`src/rtl/updi_pkg.sv`:
```
// UPDI opcodes, register addresses and frame types, imported by the session controller blocks
`default_nettype none

package updi_pkg;

	// instruction class in opcode bits 7:5
	typedef enum logic [2:0] {
		UPDI_LD     = 3'b001,
		UPDI_ST     = 3'b011,
		UPDI_LDCS   = 3'b100,
		UPDI_REPEAT = 3'b101,
		UPDI_STCS   = 3'b110,
		UPDI_KEY    = 3'b111
	} updi_op_e;

	typedef struct packed {
		updi_op_e   op;
		logic       zero;
		logic [3:0] cs_addr;
	} updi_cs_view_t;

	typedef struct packed {
		updi_op_e   op;
		logic       zero;
		logic [1:0] ptr;
		logic [1:0] size;
	} updi_ptr_view_t;

	// control/status access carries an address, LD/ST/REPEAT a pointer mode and size
	typedef union packed {
		updi_cs_view_t  cs_view;
		updi_ptr_view_t ptr_view;
	} updi_opcode_u;

	// byte 0 goes out first
	typedef logic [7:0][7:0] updi_payload_t;
	// first received byte in byte 0
	typedef logic [2:0][7:0] updi_resp_t;

	localparam logic [7:0] SYNC_BYTE = 8'h55;
	localparam logic [7:0] ACK_BYTE = 8'h40;
	localparam logic [7:0] RESET_SIGNATURE = 8'h59;

	localparam logic [3:0] CS_STATUSA = 4'h0;
	localparam logic [3:0] CS_KEY_STATUS = 4'h7;
	localparam logic [3:0] CS_RESET_REQ = 4'h8;
	localparam logic [3:0] CS_SYS_STATUS = 4'hB;

	localparam logic [15:0] SIB_BASE_ADDR = 16'h1100;
	// ascii "NVMProg " with the first character on top, so the space leaves first
	localparam logic [63:0] KEY_NVMPROG = 64'h4E56_4D50_726F_6720;

	localparam int KEY_STATUS_NVMPROG_BIT = 4;
	localparam int SYS_STATUS_PROG_BIT = 3;

	localparam logic [1:0] PTR_INC = 2'b01;
	localparam logic [1:0] PTR_ADDR = 2'b10;
	localparam logic [1:0] SIZE_BYTE = 2'b00;
	localparam logic [1:0] SIZE_WORD = 2'b01;

endpackage

`default_nettype wire
```
`src/rtl/updi_instr_if.sv`:
```
// Handshakes between the session sequencer, the frame transmitter and the response collector
`default_nettype none
`timescale 1ns/1ps

// one frame per start strobe, fields sampled only with start
interface updi_instr_if import updi_pkg::*; ();
	logic          start;
	updi_opcode_u  opcode;
	updi_payload_t payload;
	logic [3:0]    payload_len;
	logic          tx_done;

	modport seq (output start, opcode, payload, payload_len, input tx_done);
	modport tx (input start, opcode, payload, payload_len, output tx_done);
endinterface

// strobes from the collector, resp_data holds between replies
interface updi_resp_if import updi_pkg::*; ();
	logic       resp_done;
	updi_resp_t resp_data;
	logic       timeout;
	logic       ack_error;

	modport collect (output resp_done, resp_data, timeout, ack_error);
	modport seq (input resp_done, resp_data, timeout, ack_error);
endinterface

`default_nettype wire

```
`src/rtl/updi_programmer.sv`:
```
// Top level of the UPDI session controller, driving a UART PHY that handles break and echo
`default_nettype none
`timescale 1ns/1ps

module updi_programmer #(
	parameter int DELAY_CLKS = 100,
	parameter int TIMEOUT_CLKS = 100,
	parameter int MAX_POLLS = 8
) (
	input  wire         clk,
	input  wire         rst,
	output logic [7:0]  tx_data,
	output logic        tx_valid,
	input  wire  [7:0]  rx_data,
	input  wire         rx_valid,
	output logic        double_break_start,
	input  wire         double_break_done,
	input  wire         start,
	output logic        busy,
	output logic        done,
	output logic        error,
	output logic [23:0] device_id
);

	updi_instr_if instr_bus ();
	updi_resp_if  resp_bus ();

	// reply owed by the frame just sent
	logic       expect_valid;
	logic [1:0] expect_count;
	logic       expect_ack;

	updi_session_seq #(
		.DELAY_CLKS(DELAY_CLKS),
		.MAX_POLLS (MAX_POLLS)
	) session_seq_inst (
		.*,
		.instr(instr_bus),
		.resp (resp_bus)
	);

	updi_frame_tx frame_tx_inst (
		.*,
		.instr(instr_bus)
	);

	updi_rx_collect #(
		.TIMEOUT_CLKS(TIMEOUT_CLKS)
	) rx_collect_inst (
		.*,
		.resp(resp_bus)
	);

endmodule

`default_nettype wire

```
`src/rtl/updi_session_seq.sv`:
```
// Session FSM instantiated by the top level to unlock NVMPROG mode and read the signature
`default_nettype none
`timescale 1ns/1ps

module updi_session_seq import updi_pkg::*; #(
	parameter int DELAY_CLKS = 100,
	parameter int MAX_POLLS = 8
) (
	input  wire         clk,
	input  wire         rst,
	input  wire         start,
	input  wire         double_break_done,
	output logic        double_break_start,
	output logic        busy,
	output logic        done,
	output logic        error,
	output logic [23:0] device_id,
	updi_instr_if.seq   instr,
	updi_resp_if.seq    resp
);

	localparam int DW = $clog2(DELAY_CLKS + 1);
	localparam int PW = $clog2(MAX_POLLS + 1);

	// frame states advance in declaration order and the poll wait sits at the end
	typedef enum logic [3:0] {
		S_IDLE, S_BREAK, S_RD_STATUSA, S_KEY, S_RD_KEY_STATUS, S_RST_SET, S_RST_WAIT,
		S_RST_CLR, S_RD_SYS_STATUS, S_SET_PTR, S_REPEAT, S_LD, S_POLL_WAIT
	} state_e;

	state_e        state;
	state_e        prev_state;
	logic          issue;
	logic          step;
	logic          pass;
	logic [7:0]    status;
	logic [DW-1:0] delay_cnt;
	logic          delay_done;
	logic [PW-1:0] poll_cnt;

	assign status = resp.resp_data[0];
	assign delay_done = (delay_cnt == DW'(DELAY_CLKS - 1));
	// one start on entry to each frame state
	assign instr.start = issue && (state != prev_state);
	// frames with a reply finish on resp_done and the others on tx_done
	assign step = (instr.opcode.cs_view.op inside {UPDI_LDCS, UPDI_LD, UPDI_ST})
		? resp.resp_done : instr.tx_done;

	always_comb begin
		issue = 1'b1;
		instr.opcode = '0;
		instr.payload = '0;
		instr.payload_len = 4'd0;
		case (state)
			S_RD_STATUSA: instr.opcode.cs_view = '{UPDI_LDCS, 1'b0, CS_STATUSA};
			S_KEY: begin
				// zero low nibble selects the 64-bit key
				instr.opcode.cs_view = '{UPDI_KEY, 1'b0, 4'h0};
				instr.payload = KEY_NVMPROG;
				instr.payload_len = 4'd8;
			end
			S_RD_KEY_STATUS: instr.opcode.cs_view = '{UPDI_LDCS, 1'b0, CS_KEY_STATUS};
			S_RST_SET, S_RST_CLR: begin
				instr.opcode.cs_view = '{UPDI_STCS, 1'b0, CS_RESET_REQ};
				instr.payload[0] = (state == S_RST_SET) ? RESET_SIGNATURE : 8'h00;
				instr.payload_len = 4'd1;
			end
			S_RD_SYS_STATUS: instr.opcode.cs_view = '{UPDI_LDCS, 1'b0, CS_SYS_STATUS};
			S_SET_PTR: begin
				instr.opcode.ptr_view = '{UPDI_ST, 1'b0, PTR_ADDR, SIZE_WORD};
				instr.payload[1:0] = SIB_BASE_ADDR;
				instr.payload_len = 4'd2;
			end
			S_REPEAT: begin
				// two repeats give three reads
				instr.opcode.ptr_view = '{UPDI_REPEAT, 1'b0, 2'b00, SIZE_BYTE};
				instr.payload[0] = 8'd2;
				instr.payload_len = 4'd1;
			end
			S_LD: instr.opcode.ptr_view = '{UPDI_LD, 1'b0, PTR_INC, SIZE_BYTE};
			default: issue = 1'b0;
		endcase
	end

	always_comb begin
		case (state)
			S_RD_STATUSA: pass = (status != 8'h00);
			S_RD_KEY_STATUS: pass = status[KEY_STATUS_NVMPROG_BIT];
			S_RD_SYS_STATUS: pass = status[SYS_STATUS_PROG_BIT];
			default: pass = 1'b1;
		endcase
	end

	// shared by the reset pulse and the poll spacing
	always_ff @(posedge clk) begin
		if (rst || (state != S_RST_WAIT && state != S_POLL_WAIT)) begin
			delay_cnt <= '0;
		end else begin
			delay_cnt <= delay_cnt + DW'(1);
		end
	end

	always_ff @(posedge clk) begin
		if (rst) begin
			state <= S_IDLE;
			prev_state <= S_IDLE;
			busy <= 1'b0;
			done <= 1'b0;
			error <= 1'b0;
			double_break_start <= 1'b0;
			poll_cnt <= '0;
			device_id <= '0;
		end else begin
			prev_state <= state;
			done <= 1'b0;
			error <= 1'b0;
			double_break_start <= 1'b0;
			// busy stays up through the closing strobe
			if (done || error) begin
				busy <= 1'b0;
			end
			if (state != S_IDLE && (resp.timeout || resp.ack_error)) begin
				state <= S_IDLE;
				error <= 1'b1;
			end else begin
				case (state)
					S_IDLE: begin
						if (start && !busy) begin
							busy <= 1'b1;
							device_id <= '0;
							poll_cnt <= '0;
							double_break_start <= 1'b1;
							state <= S_BREAK;
						end
					end
					S_BREAK: begin
						if (double_break_done) begin
							state <= S_RD_STATUSA;
						end
					end
					S_RST_WAIT: begin
						if (delay_done) begin
							state <= S_RST_CLR;
						end
					end
					S_POLL_WAIT: begin
						if (delay_done) begin
							state <= S_RD_SYS_STATUS;
						end
					end
					default: begin
						if (step && pass) begin
							state <= (state == S_LD) ? S_IDLE : state_e'(state + 4'd1);
							if (state == S_LD) begin
								device_id <= resp.resp_data;
								done <= 1'b1;
							end
						end else if (step && state == S_RD_SYS_STATUS
								&& poll_cnt != PW'(MAX_POLLS - 1)) begin
							poll_cnt <= poll_cnt + PW'(1);
							state <= S_POLL_WAIT;
						end else if (step) begin
							state <= S_IDLE;
							error <= 1'b1;
						end
					end
				endcase
			end
		end
	end

	// a reply strobe outside a reply wait would be dropped and leave the session without an end
	a_reply_in_wait: assert property (@(posedge clk) disable iff (rst)
		(resp.resp_done || resp.timeout || resp.ack_error)
		|-> state inside {S_RD_STATUSA, S_RD_KEY_STATUS, S_RD_SYS_STATUS, S_SET_PTR, S_LD});

endmodule

`default_nettype wire

```
`src/rtl/updi_rx_collect.sv`:
```
// Gathers the reply bytes of a frame, checks an expected ACK and times out a silent target
`default_nettype none
`timescale 1ns/1ps

module updi_rx_collect import updi_pkg::*; #(
	parameter int TIMEOUT_CLKS = 100
) (
	input  wire          clk,
	input  wire          rst,
	input  wire  [7:0]   rx_data,
	input  wire          rx_valid,
	input  wire          expect_valid,
	input  wire  [1:0]   expect_count,
	input  wire          expect_ack,
	updi_resp_if.collect resp
);

	localparam int TW = $clog2(TIMEOUT_CLKS + 1);

	logic [1:0]    pending;
	logic [1:0]    got;
	logic          ack_q;
	logic [TW-1:0] idle_cnt;
	updi_resp_t    data_q;
	logic          final_byte;
	logic          ack_bad;

	assign final_byte = rx_valid && (pending == 2'd1);
	assign ack_bad = ack_q && (rx_data != ACK_BYTE);
	assign resp.resp_done = final_byte && !ack_bad;
	assign resp.ack_error = final_byte && ack_bad;
	assign resp.timeout = (pending != 2'd0) && !rx_valid && (idle_cnt == TW'(TIMEOUT_CLKS - 1));

	// arriving byte shows up together with resp_done
	always_comb begin
		resp.resp_data = data_q;
		if (rx_valid && pending != 2'd0) begin
			resp.resp_data[got] = rx_data;
		end
	end

	always_ff @(posedge clk) begin
		data_q <= resp.resp_data;
	end

	always_ff @(posedge clk) begin
		if (rst) begin
			pending <= '0;
			got <= '0;
			ack_q <= 1'b0;
			idle_cnt <= '0;
		end else if (expect_valid) begin
			pending <= expect_count;
			got <= '0;
			ack_q <= expect_ack;
			idle_cnt <= '0;
		end else if (pending != 2'd0) begin
			if (rx_valid) begin
				pending <= pending - 2'd1;
				got <= got + 2'd1;
				idle_cnt <= '0;
			end else if (resp.timeout) begin
				pending <= '0;
			end else begin
				idle_cnt <= idle_cnt + TW'(1);
			end
		end
	end

	// the sequencer waits for each reply before it sends the next frame
	a_no_overlap: assert property (@(posedge clk) disable iff (rst)
		expect_valid |-> pending == 2'd0);

endmodule

`default_nettype wire

```
`src/rtl/updi_frame_tx.sv`:
```
// Sends one UPDI frame on the TX strobe and tells the collector which reply the frame must produce
`default_nettype none
`timescale 1ns/1ps

module updi_frame_tx import updi_pkg::*; (
	input  wire        clk,
	input  wire        rst,
	updi_instr_if.tx   instr,
	output logic [7:0] tx_data,
	output logic       tx_valid,
	output logic       expect_valid,
	output logic [1:0] expect_count,
	output logic       expect_ack
);

	updi_op_e      op;
	updi_opcode_u  opcode_q;
	updi_payload_t payload_q;
	logic [3:0]    len_q;
	logic [3:0]    idx;
	logic          active;
	logic          last;
	logic [1:0]    count_next;
	logic          ack_next;
	logic [1:0]    repeat_q;

	// the class bits sit at the same place in both views
	assign op = instr.opcode.cs_view.op;

	// idx 0 is sync, 1 the opcode, then the payload bytes
	assign last = active && (idx == len_q + 4'd1);
	assign tx_valid = active;
	assign instr.tx_done = last;
	assign expect_valid = last;

	always_comb begin
		case (idx)
			4'd0: tx_data = SYNC_BYTE;
			4'd1: tx_data = opcode_q;
			default: tx_data = payload_q[0];
		endcase
	end

	// reply size from the class first, then from the fields of its view
	always_comb begin
		count_next = 2'd0;
		ack_next = 1'b0;
		case (op)
			UPDI_LDCS: count_next = 2'd1;
			UPDI_LD: count_next = repeat_q + 2'd1;
			UPDI_ST: begin
				// only a pointer write is answered by a single ACK
				if (instr.opcode.ptr_view.ptr == PTR_ADDR) begin
					count_next = 2'd1;
					ack_next = 1'b1;
				end
			end
			default: count_next = 2'd0;
		endcase
	end

	always_ff @(posedge clk) begin
		if (rst) begin
			active <= 1'b0;
			idx <= '0;
			expect_count <= '0;
			expect_ack <= 1'b0;
			repeat_q <= '0;
		end else if (instr.start) begin
			active <= 1'b1;
			idx <= '0;
			expect_count <= count_next;
			expect_ack <= ack_next;
			if (op == UPDI_REPEAT) begin
				// the collector holds three bytes at most
				repeat_q <= (instr.payload[0] > 8'd2) ? 2'd2 : instr.payload[0][1:0];
			end else if (op == UPDI_LD) begin
				repeat_q <= '0;
			end
		end else if (active) begin
			active <= !last;
			idx <= idx + 4'd1;
		end
	end

	// payload drains from byte 0 as each payload byte leaves
	always_ff @(posedge clk) begin
		if (instr.start) begin
			opcode_q <= instr.opcode;
			payload_q <= instr.payload;
			len_q <= instr.payload_len;
		end else if (active && idx >= 4'd2) begin
			payload_q <= payload_q >> 8;
		end
	end

	a_payload_len: assert property (@(posedge clk) disable iff (rst)
		instr.start |-> instr.payload_len <= 4'd8);

endmodule

`default_nettype wire

```
`config.mk`:
```
export PLATFORM = sky130hd
export DESIGN_NAME = updi_programmer
export DESIGN_NICKNAME = d
export VERILOG_FILES = /design/src/rtl/updi_pkg.sv /design/src/rtl/updi_instr_if.sv /design/src/rtl/updi_programmer.sv /design/src/rtl/updi_session_seq.sv /design/src/rtl/updi_rx_collect.sv /design/src/rtl/updi_frame_tx.sv
export SDC_FILE = /design/constraint.sdc
export NUM_CORES = 1
export LEC_CHECK = 0
export ABC_AREA = 1
export BUFFER_PORTS_ARGS = -buffer_cell sky130_fd_sc_hd__buf_2
export CAP_MARGIN = 40
export CORE_ASPECT_RATIO = 0.6
export CORE_UTILIZATION = 41
export DETAILED_ROUTE_END_ITERATION = 7
export PLACE_DENSITY_LB_ADDON = 0.15
export SLEW_MARGIN = 20
export SYNTH_ARGS = -nofsm -noshare
export SYNTH_HDL_FRONTEND = slang
export SYNTH_HIERARCHICAL = 1
export SYNTH_SLANG_ARGS = --single-unit
export TNS_END_PERCENT = 10
```
`constraint.sdc`:
```
create_clock -name clk -period 8.3 [get_ports clk]
set_clock_uncertainty 0.2 [all_clocks]
set_input_delay 1.66 -clock clk [delete_from_list [all_inputs] [get_ports clk]]
set_output_delay 1.66 -clock clk [all_outputs]
set_load 0.005 [all_outputs]
```
==> metrics.txt <==
status=complete, no violations; largest family of logic cells by synthesized area=simple AND/OR/NAND/NOR gates; number of buffers inserted by post-CTS setup repair=0; Floorplan Core Area=19400 sq um; startpoint type of the worst setup path=input port; most used standard cells in the synthesized netlist=sky130_fd_sc_hd__nand2_1 (310), sky130_fd_sc_hd__nor2_1 (118), sky130_fd_sc_hd__dfxtp_1 (93), sky130_fd_sc_hd__inv_1 (87), sky130_fd_sc_hd__edfxtp_1 (76); die footprint=20800 sq um; final worst path period need=3.83 ns; clock transition at the registers of the reported paths=0.06 ns; first-pass GRT wire length=26900 um; number of clock sinks seen by CTS=169; sequential element share of the synthesized area=0.500; Syn-to-layout area delta=8.68%; Final Cell Area=9000 sq um; number of hold buffers added after CTS=0; prevailing post-synth register cell=sky130_fd_sc_hd__dfxtp_1; TritonCTS Buffers=17; setup violation total in the final timing report=0; CP most frequent cell=sky130_fd_sc_hd__nor2_1; slew of the pin with the lowest slew margin=0.641 ns; depth of the most critical reg-to-reg path=15; Root Buffer Master=sky130_fd_sc_hd__clkbuf_16; Final Slew Violations=0; synthesized-area fraction occupied by adder cells=0.0257; mean cell area of the mapped netlist=8.23 sq um; min-delay src=rx_collect_inst/data_q[12]; NetSw=1.27 mW; type of destination of the critical path=flop; XOR/XNOR Fraction of Synth Area=0.0106; number of different library cells in the post-synthesis netlist=43; maximum level of the CTS H-tree=4; total number of yosys warnings=6; internal power component=2.18 mW; post-synthesis sequential element count=169; Compound-Gate Fraction of Synth Area=0.0719; min-delay worst type=reg -> reg; Sw Share=0.369; Final Total Pwr=3.45 mW; total gr overflow=0; max_slew headroom=0.573; HPWL after detailed placement=10900 um; cell-by-cell trace of the critical path=buf_2 -> inv_4 -> nor2_8 -> nand2_4 -> nand2_1 -> o21ai_1 -> nor2_1 -> nand3_1 -> nand2_1 -> nand2_1 -> nor2_1 -> nor2_4 -> nand3_4 -> nand2_4 -> nor2_1 -> nor2_1; Worst path top cell family by delay=simple AND/OR/NAND/NOR gates; final cycle utilization of the critical path=0.461; endpoint arrival time on the critical path=3.94 ns; worst setup path startpoint=rx_valid; beginning of the worst register-to-register path=session_seq_inst/state[0]; placed cell count=1265; share of layout cells above drive strength 1=0.132; number of iterations in the first detailed-routing pass=5; largest net degree at the start of global routing=83; per-cell routed wire length=12.4 um; total number of placement rows=39; cell count of the worst hold path=2; worst hold slack=0.250 ns; largest area contributor in the synthesized netlist=sky130_fd_sc_hd__edfxtp_1; Worst Path Class, Setup=in -> reg; number of synthesized flops with an enable pin=76; data required time at the worst endpoint=8.42 ns; Die X-Extent=186 um; Die H=112 um; combinational power share=0.357; fraction of post-synthesis cell area in the top cell type by area=0.275; post-CTS sizing=0; most common cell in the synthesized netlist=sky130_fd_sc_hd__nand2_1; antenna cells=0; share of synthesized registers carrying an async set or reset=0; synthesized instance count=1007; number of antenna violations at the first check in global routing=0; I/O pin count=50; Clk network pwr share=0.226; Layout Cells excl Fill=1299; Reg power frac=0.416; post-route antenna net violation count=0; RSZ-0062 raised after global routing=false; maximum fanout encountered on the critical timing path=25; Starting Density=0.427; drc violations=0; maximum ir drop on the vdd rail=0.188 mV; CTS Buffer Depth=2; end-of-flow core utilization=0.464; Final nets=1050; top area cells in the synthesized netlist=sky130_fd_sc_hd__edfxtp_1 (28%), sky130_fd_sc_hd__dfxtp_1 (22%), sky130_fd_sc_hd__nand2_1 (14%); final critical-path setup slack=4.47 ns; Clock Latency Late Sink=0.43 ns; static leakage=4.12 nW; aggregate negative setup slack=0 ns; vias per cell=4.57; maximum clock rate=0.261 GHz; starting DRC count in detailed routing=549; minimum setup slack after placement=4.04 ns; stages on the worst setup path=16; clock tree from TritonCTS=built; count of endpoints failing hold in the final timing report=0; Post-Synthesis Cell Area=8290 sq um; total vias in the final route=5933; longest individual stage delay on the worst path=0.37 ns; port bufs=49; fraction of synthesized area in multiplexers=0; vias in the first global route=5193; Slowest cell on crit path=sky130_fd_sc_hd__nor2_1; # Max-Cap Violations=0; power density over the cells=383 nW/um^2; final wirelength=16200 um; sum of buffers and inverters on the critical path=2; Placed Area=8360 sq um; global placement routability congestion=0.863; total routing usage reported by global routing=0.166; share of synthesized cell area in and, or, nand and nor gates=0.268
power groups by stage:
stage	logic (mW)	clock network, mW	registers [mW]
after floorplan	0.946	0	1.47
after global placement	1.20	0	1.46
after detailed placement	1.20	0	1.46
after CTS	1.20	0.804	1.44
after global routing	1.43	0.840	1.47
final	1.23	0.781	1.44
final timing paths:
path / slack [ns] / endpoint
worst max-delay path: 4.47 / session_seq_inst/device_id[1]
worst min-delay path: 0.25 / rx_collect_inst/data_q[12]
worst max register to register: 4.71 / frame_tx_inst/payload_q[56]
worst min register to register: 0.25 / rx_collect_inst/data_q[12]
flip-flops by register name, indices dropped and copies added, names as in the netlist:
register and flops:
frame_tx_inst/idx 4, rx_collect_inst/data_q 24, rx_collect_inst/got 2, frame_tx_inst/expect_ack 1
frame_tx_inst/payload_q 64, session_seq_inst/prev_state 4, frame_tx_inst/tx_valid 1, rx_collect_inst/idle_cnt 7
rx_collect_inst/ack_q 1, frame_tx_inst/len_q 4, session_seq_inst/double_break_start 1, rx_collect_inst/pending 2
session_seq_inst/state 4, frame_tx_inst/expect_count 2, frame_tx_inst/opcode_q 8, session_seq_inst/error 1
session_seq_inst/busy 1, session_seq_inst/device_id 24, frame_tx_inst/repeat_q 2, session_seq_inst/delay_cnt 7
session_seq_inst/done 1, session_seq_inst/poll_cnt 4
layer usage:
metal	track usage	vias to the layer above	wire, um
met5	0	-	0
met4	0.0529	0	141
met3	0.0399	11	878
met2	0.196	114	5800
met1	0.281	2643	9350
li1	-	3165	-
final cells by class:
class	instances	area (sq um)
Clock buffer	25	537
Clock inverter	7	56.3
Fill cell	1925	10400
Inverter	96	363
Multi-Input combinational cell	681	3240
Sequential cell	169	4140
Tap cell	266	333
Timing Repair Buffer	55	330
placed cells by master (no fill, tap or decap), types with 2 or more instances in the layout:
| cell type | synthesis | final |
|---|---|---|
| sky130_fd_sc_hd__nand2_1 | 310 | 310 |
| sky130_fd_sc_hd__nor2_1 | 118 | 118 |
| sky130_fd_sc_hd__dfxtp_1 | 93 | 93 |
| sky130_fd_sc_hd__inv_1 | 87 | 86 |
| sky130_fd_sc_hd__edfxtp_1 | 76 | 76 |
| sky130_fd_sc_hd__buf_2 | 12 | 49 |
| sky130_fd_sc_hd__o21ai_0 | 38 | 37 |
| sky130_fd_sc_hd__nand3_1 | 34 | 34 |
| sky130_fd_sc_hd__conb_1 | 1 | 30 |
| sky130_fd_sc_hd__o21ai_1 | 29 | 29 |
| sky130_fd_sc_hd__clkbuf_16 | 0 | 18 |
| sky130_fd_sc_hd__a21oi_1 | 18 | 18 |
| sky130_fd_sc_hd__ha_1 | 17 | 17 |
| sky130_fd_sc_hd__nor3_1 | 10 | 10 |
| sky130_fd_sc_hd__inv_2 | 8 | 9 |
| sky130_fd_sc_hd__xor2_1 | 8 | 8 |
| sky130_fd_sc_hd__o21ai_2 | 8 | 8 |
| sky130_fd_sc_hd__nand2_2 | 7 | 7 |
| sky130_fd_sc_hd__clkbuf_8 | 0 | 6 |
| sky130_fd_sc_hd__nand4_1 | 6 | 6 |
| sky130_fd_sc_hd__nor4_1 | 6 | 6 |
| sky130_fd_sc_hd__nand2_4 | 5 | 5 |
| sky130_fd_sc_hd__nand3_2 | 5 | 5 |
| sky130_fd_sc_hd__clkinv_4 | 0 | 4 |
| sky130_fd_sc_hd__o22ai_1 | 4 | 4 |
| sky130_fd_sc_hd__a31oi_1 | 4 | 4 |
| sky130_fd_sc_hd__buf_4 | 69 | 4 |
| sky130_fd_sc_hd__nor2_4 | 3 | 3 |
| sky130_fd_sc_hd__nor3b_1 | 3 | 3 |
| sky130_fd_sc_hd__a21oi_2 | 2 | 2 |
| sky130_fd_sc_hd__xnor2_1 | 2 | 2 |
| sky130_fd_sc_hd__buf_16 | 0 | 2 |
| sky130_fd_sc_hd__nor2_2 | 2 | 2 |
| sky130_fd_sc_hd__nand3_4 | 2 | 2 |
logic make-up (layout without fill, tap and decap cells):
kind of cell,after synthesis,after routing
simple gates,517,517
buf+inv,186,183
flops,169,169
compound gates,107,107
fa+ha+maj,17,17
xor+xnor,10,10
other cells,1,30
worst register-to-register path, cell delays in order (launching register included):
cell	delay, ns
sky130_fd_sc_hd__dfxtp_1	0.44
sky130_fd_sc_hd__inv_1	0.13
sky130_fd_sc_hd__ha_1	0.26
sky130_fd_sc_hd__nand3_2	0.15
sky130_fd_sc_hd__nand2_1	0.08
sky130_fd_sc_hd__nor3_2	0.22
sky130_fd_sc_hd__nand2_1	0.10
sky130_fd_sc_hd__o41ai_1	0.09
sky130_fd_sc_hd__inv_2	0.04
sky130_fd_sc_hd__buf_4	0.17
sky130_fd_sc_hd__buf_16	0.23
sky130_fd_sc_hd__inv_2	0.09
sky130_fd_sc_hd__buf_4	0.50
sky130_fd_sc_hd__o21ai_4	0.15
sky130_fd_sc_hd__buf_4	0.19
sky130_fd_sc_hd__buf_16	0.20
Note: power is estimated with default switching activity, not from simulation.
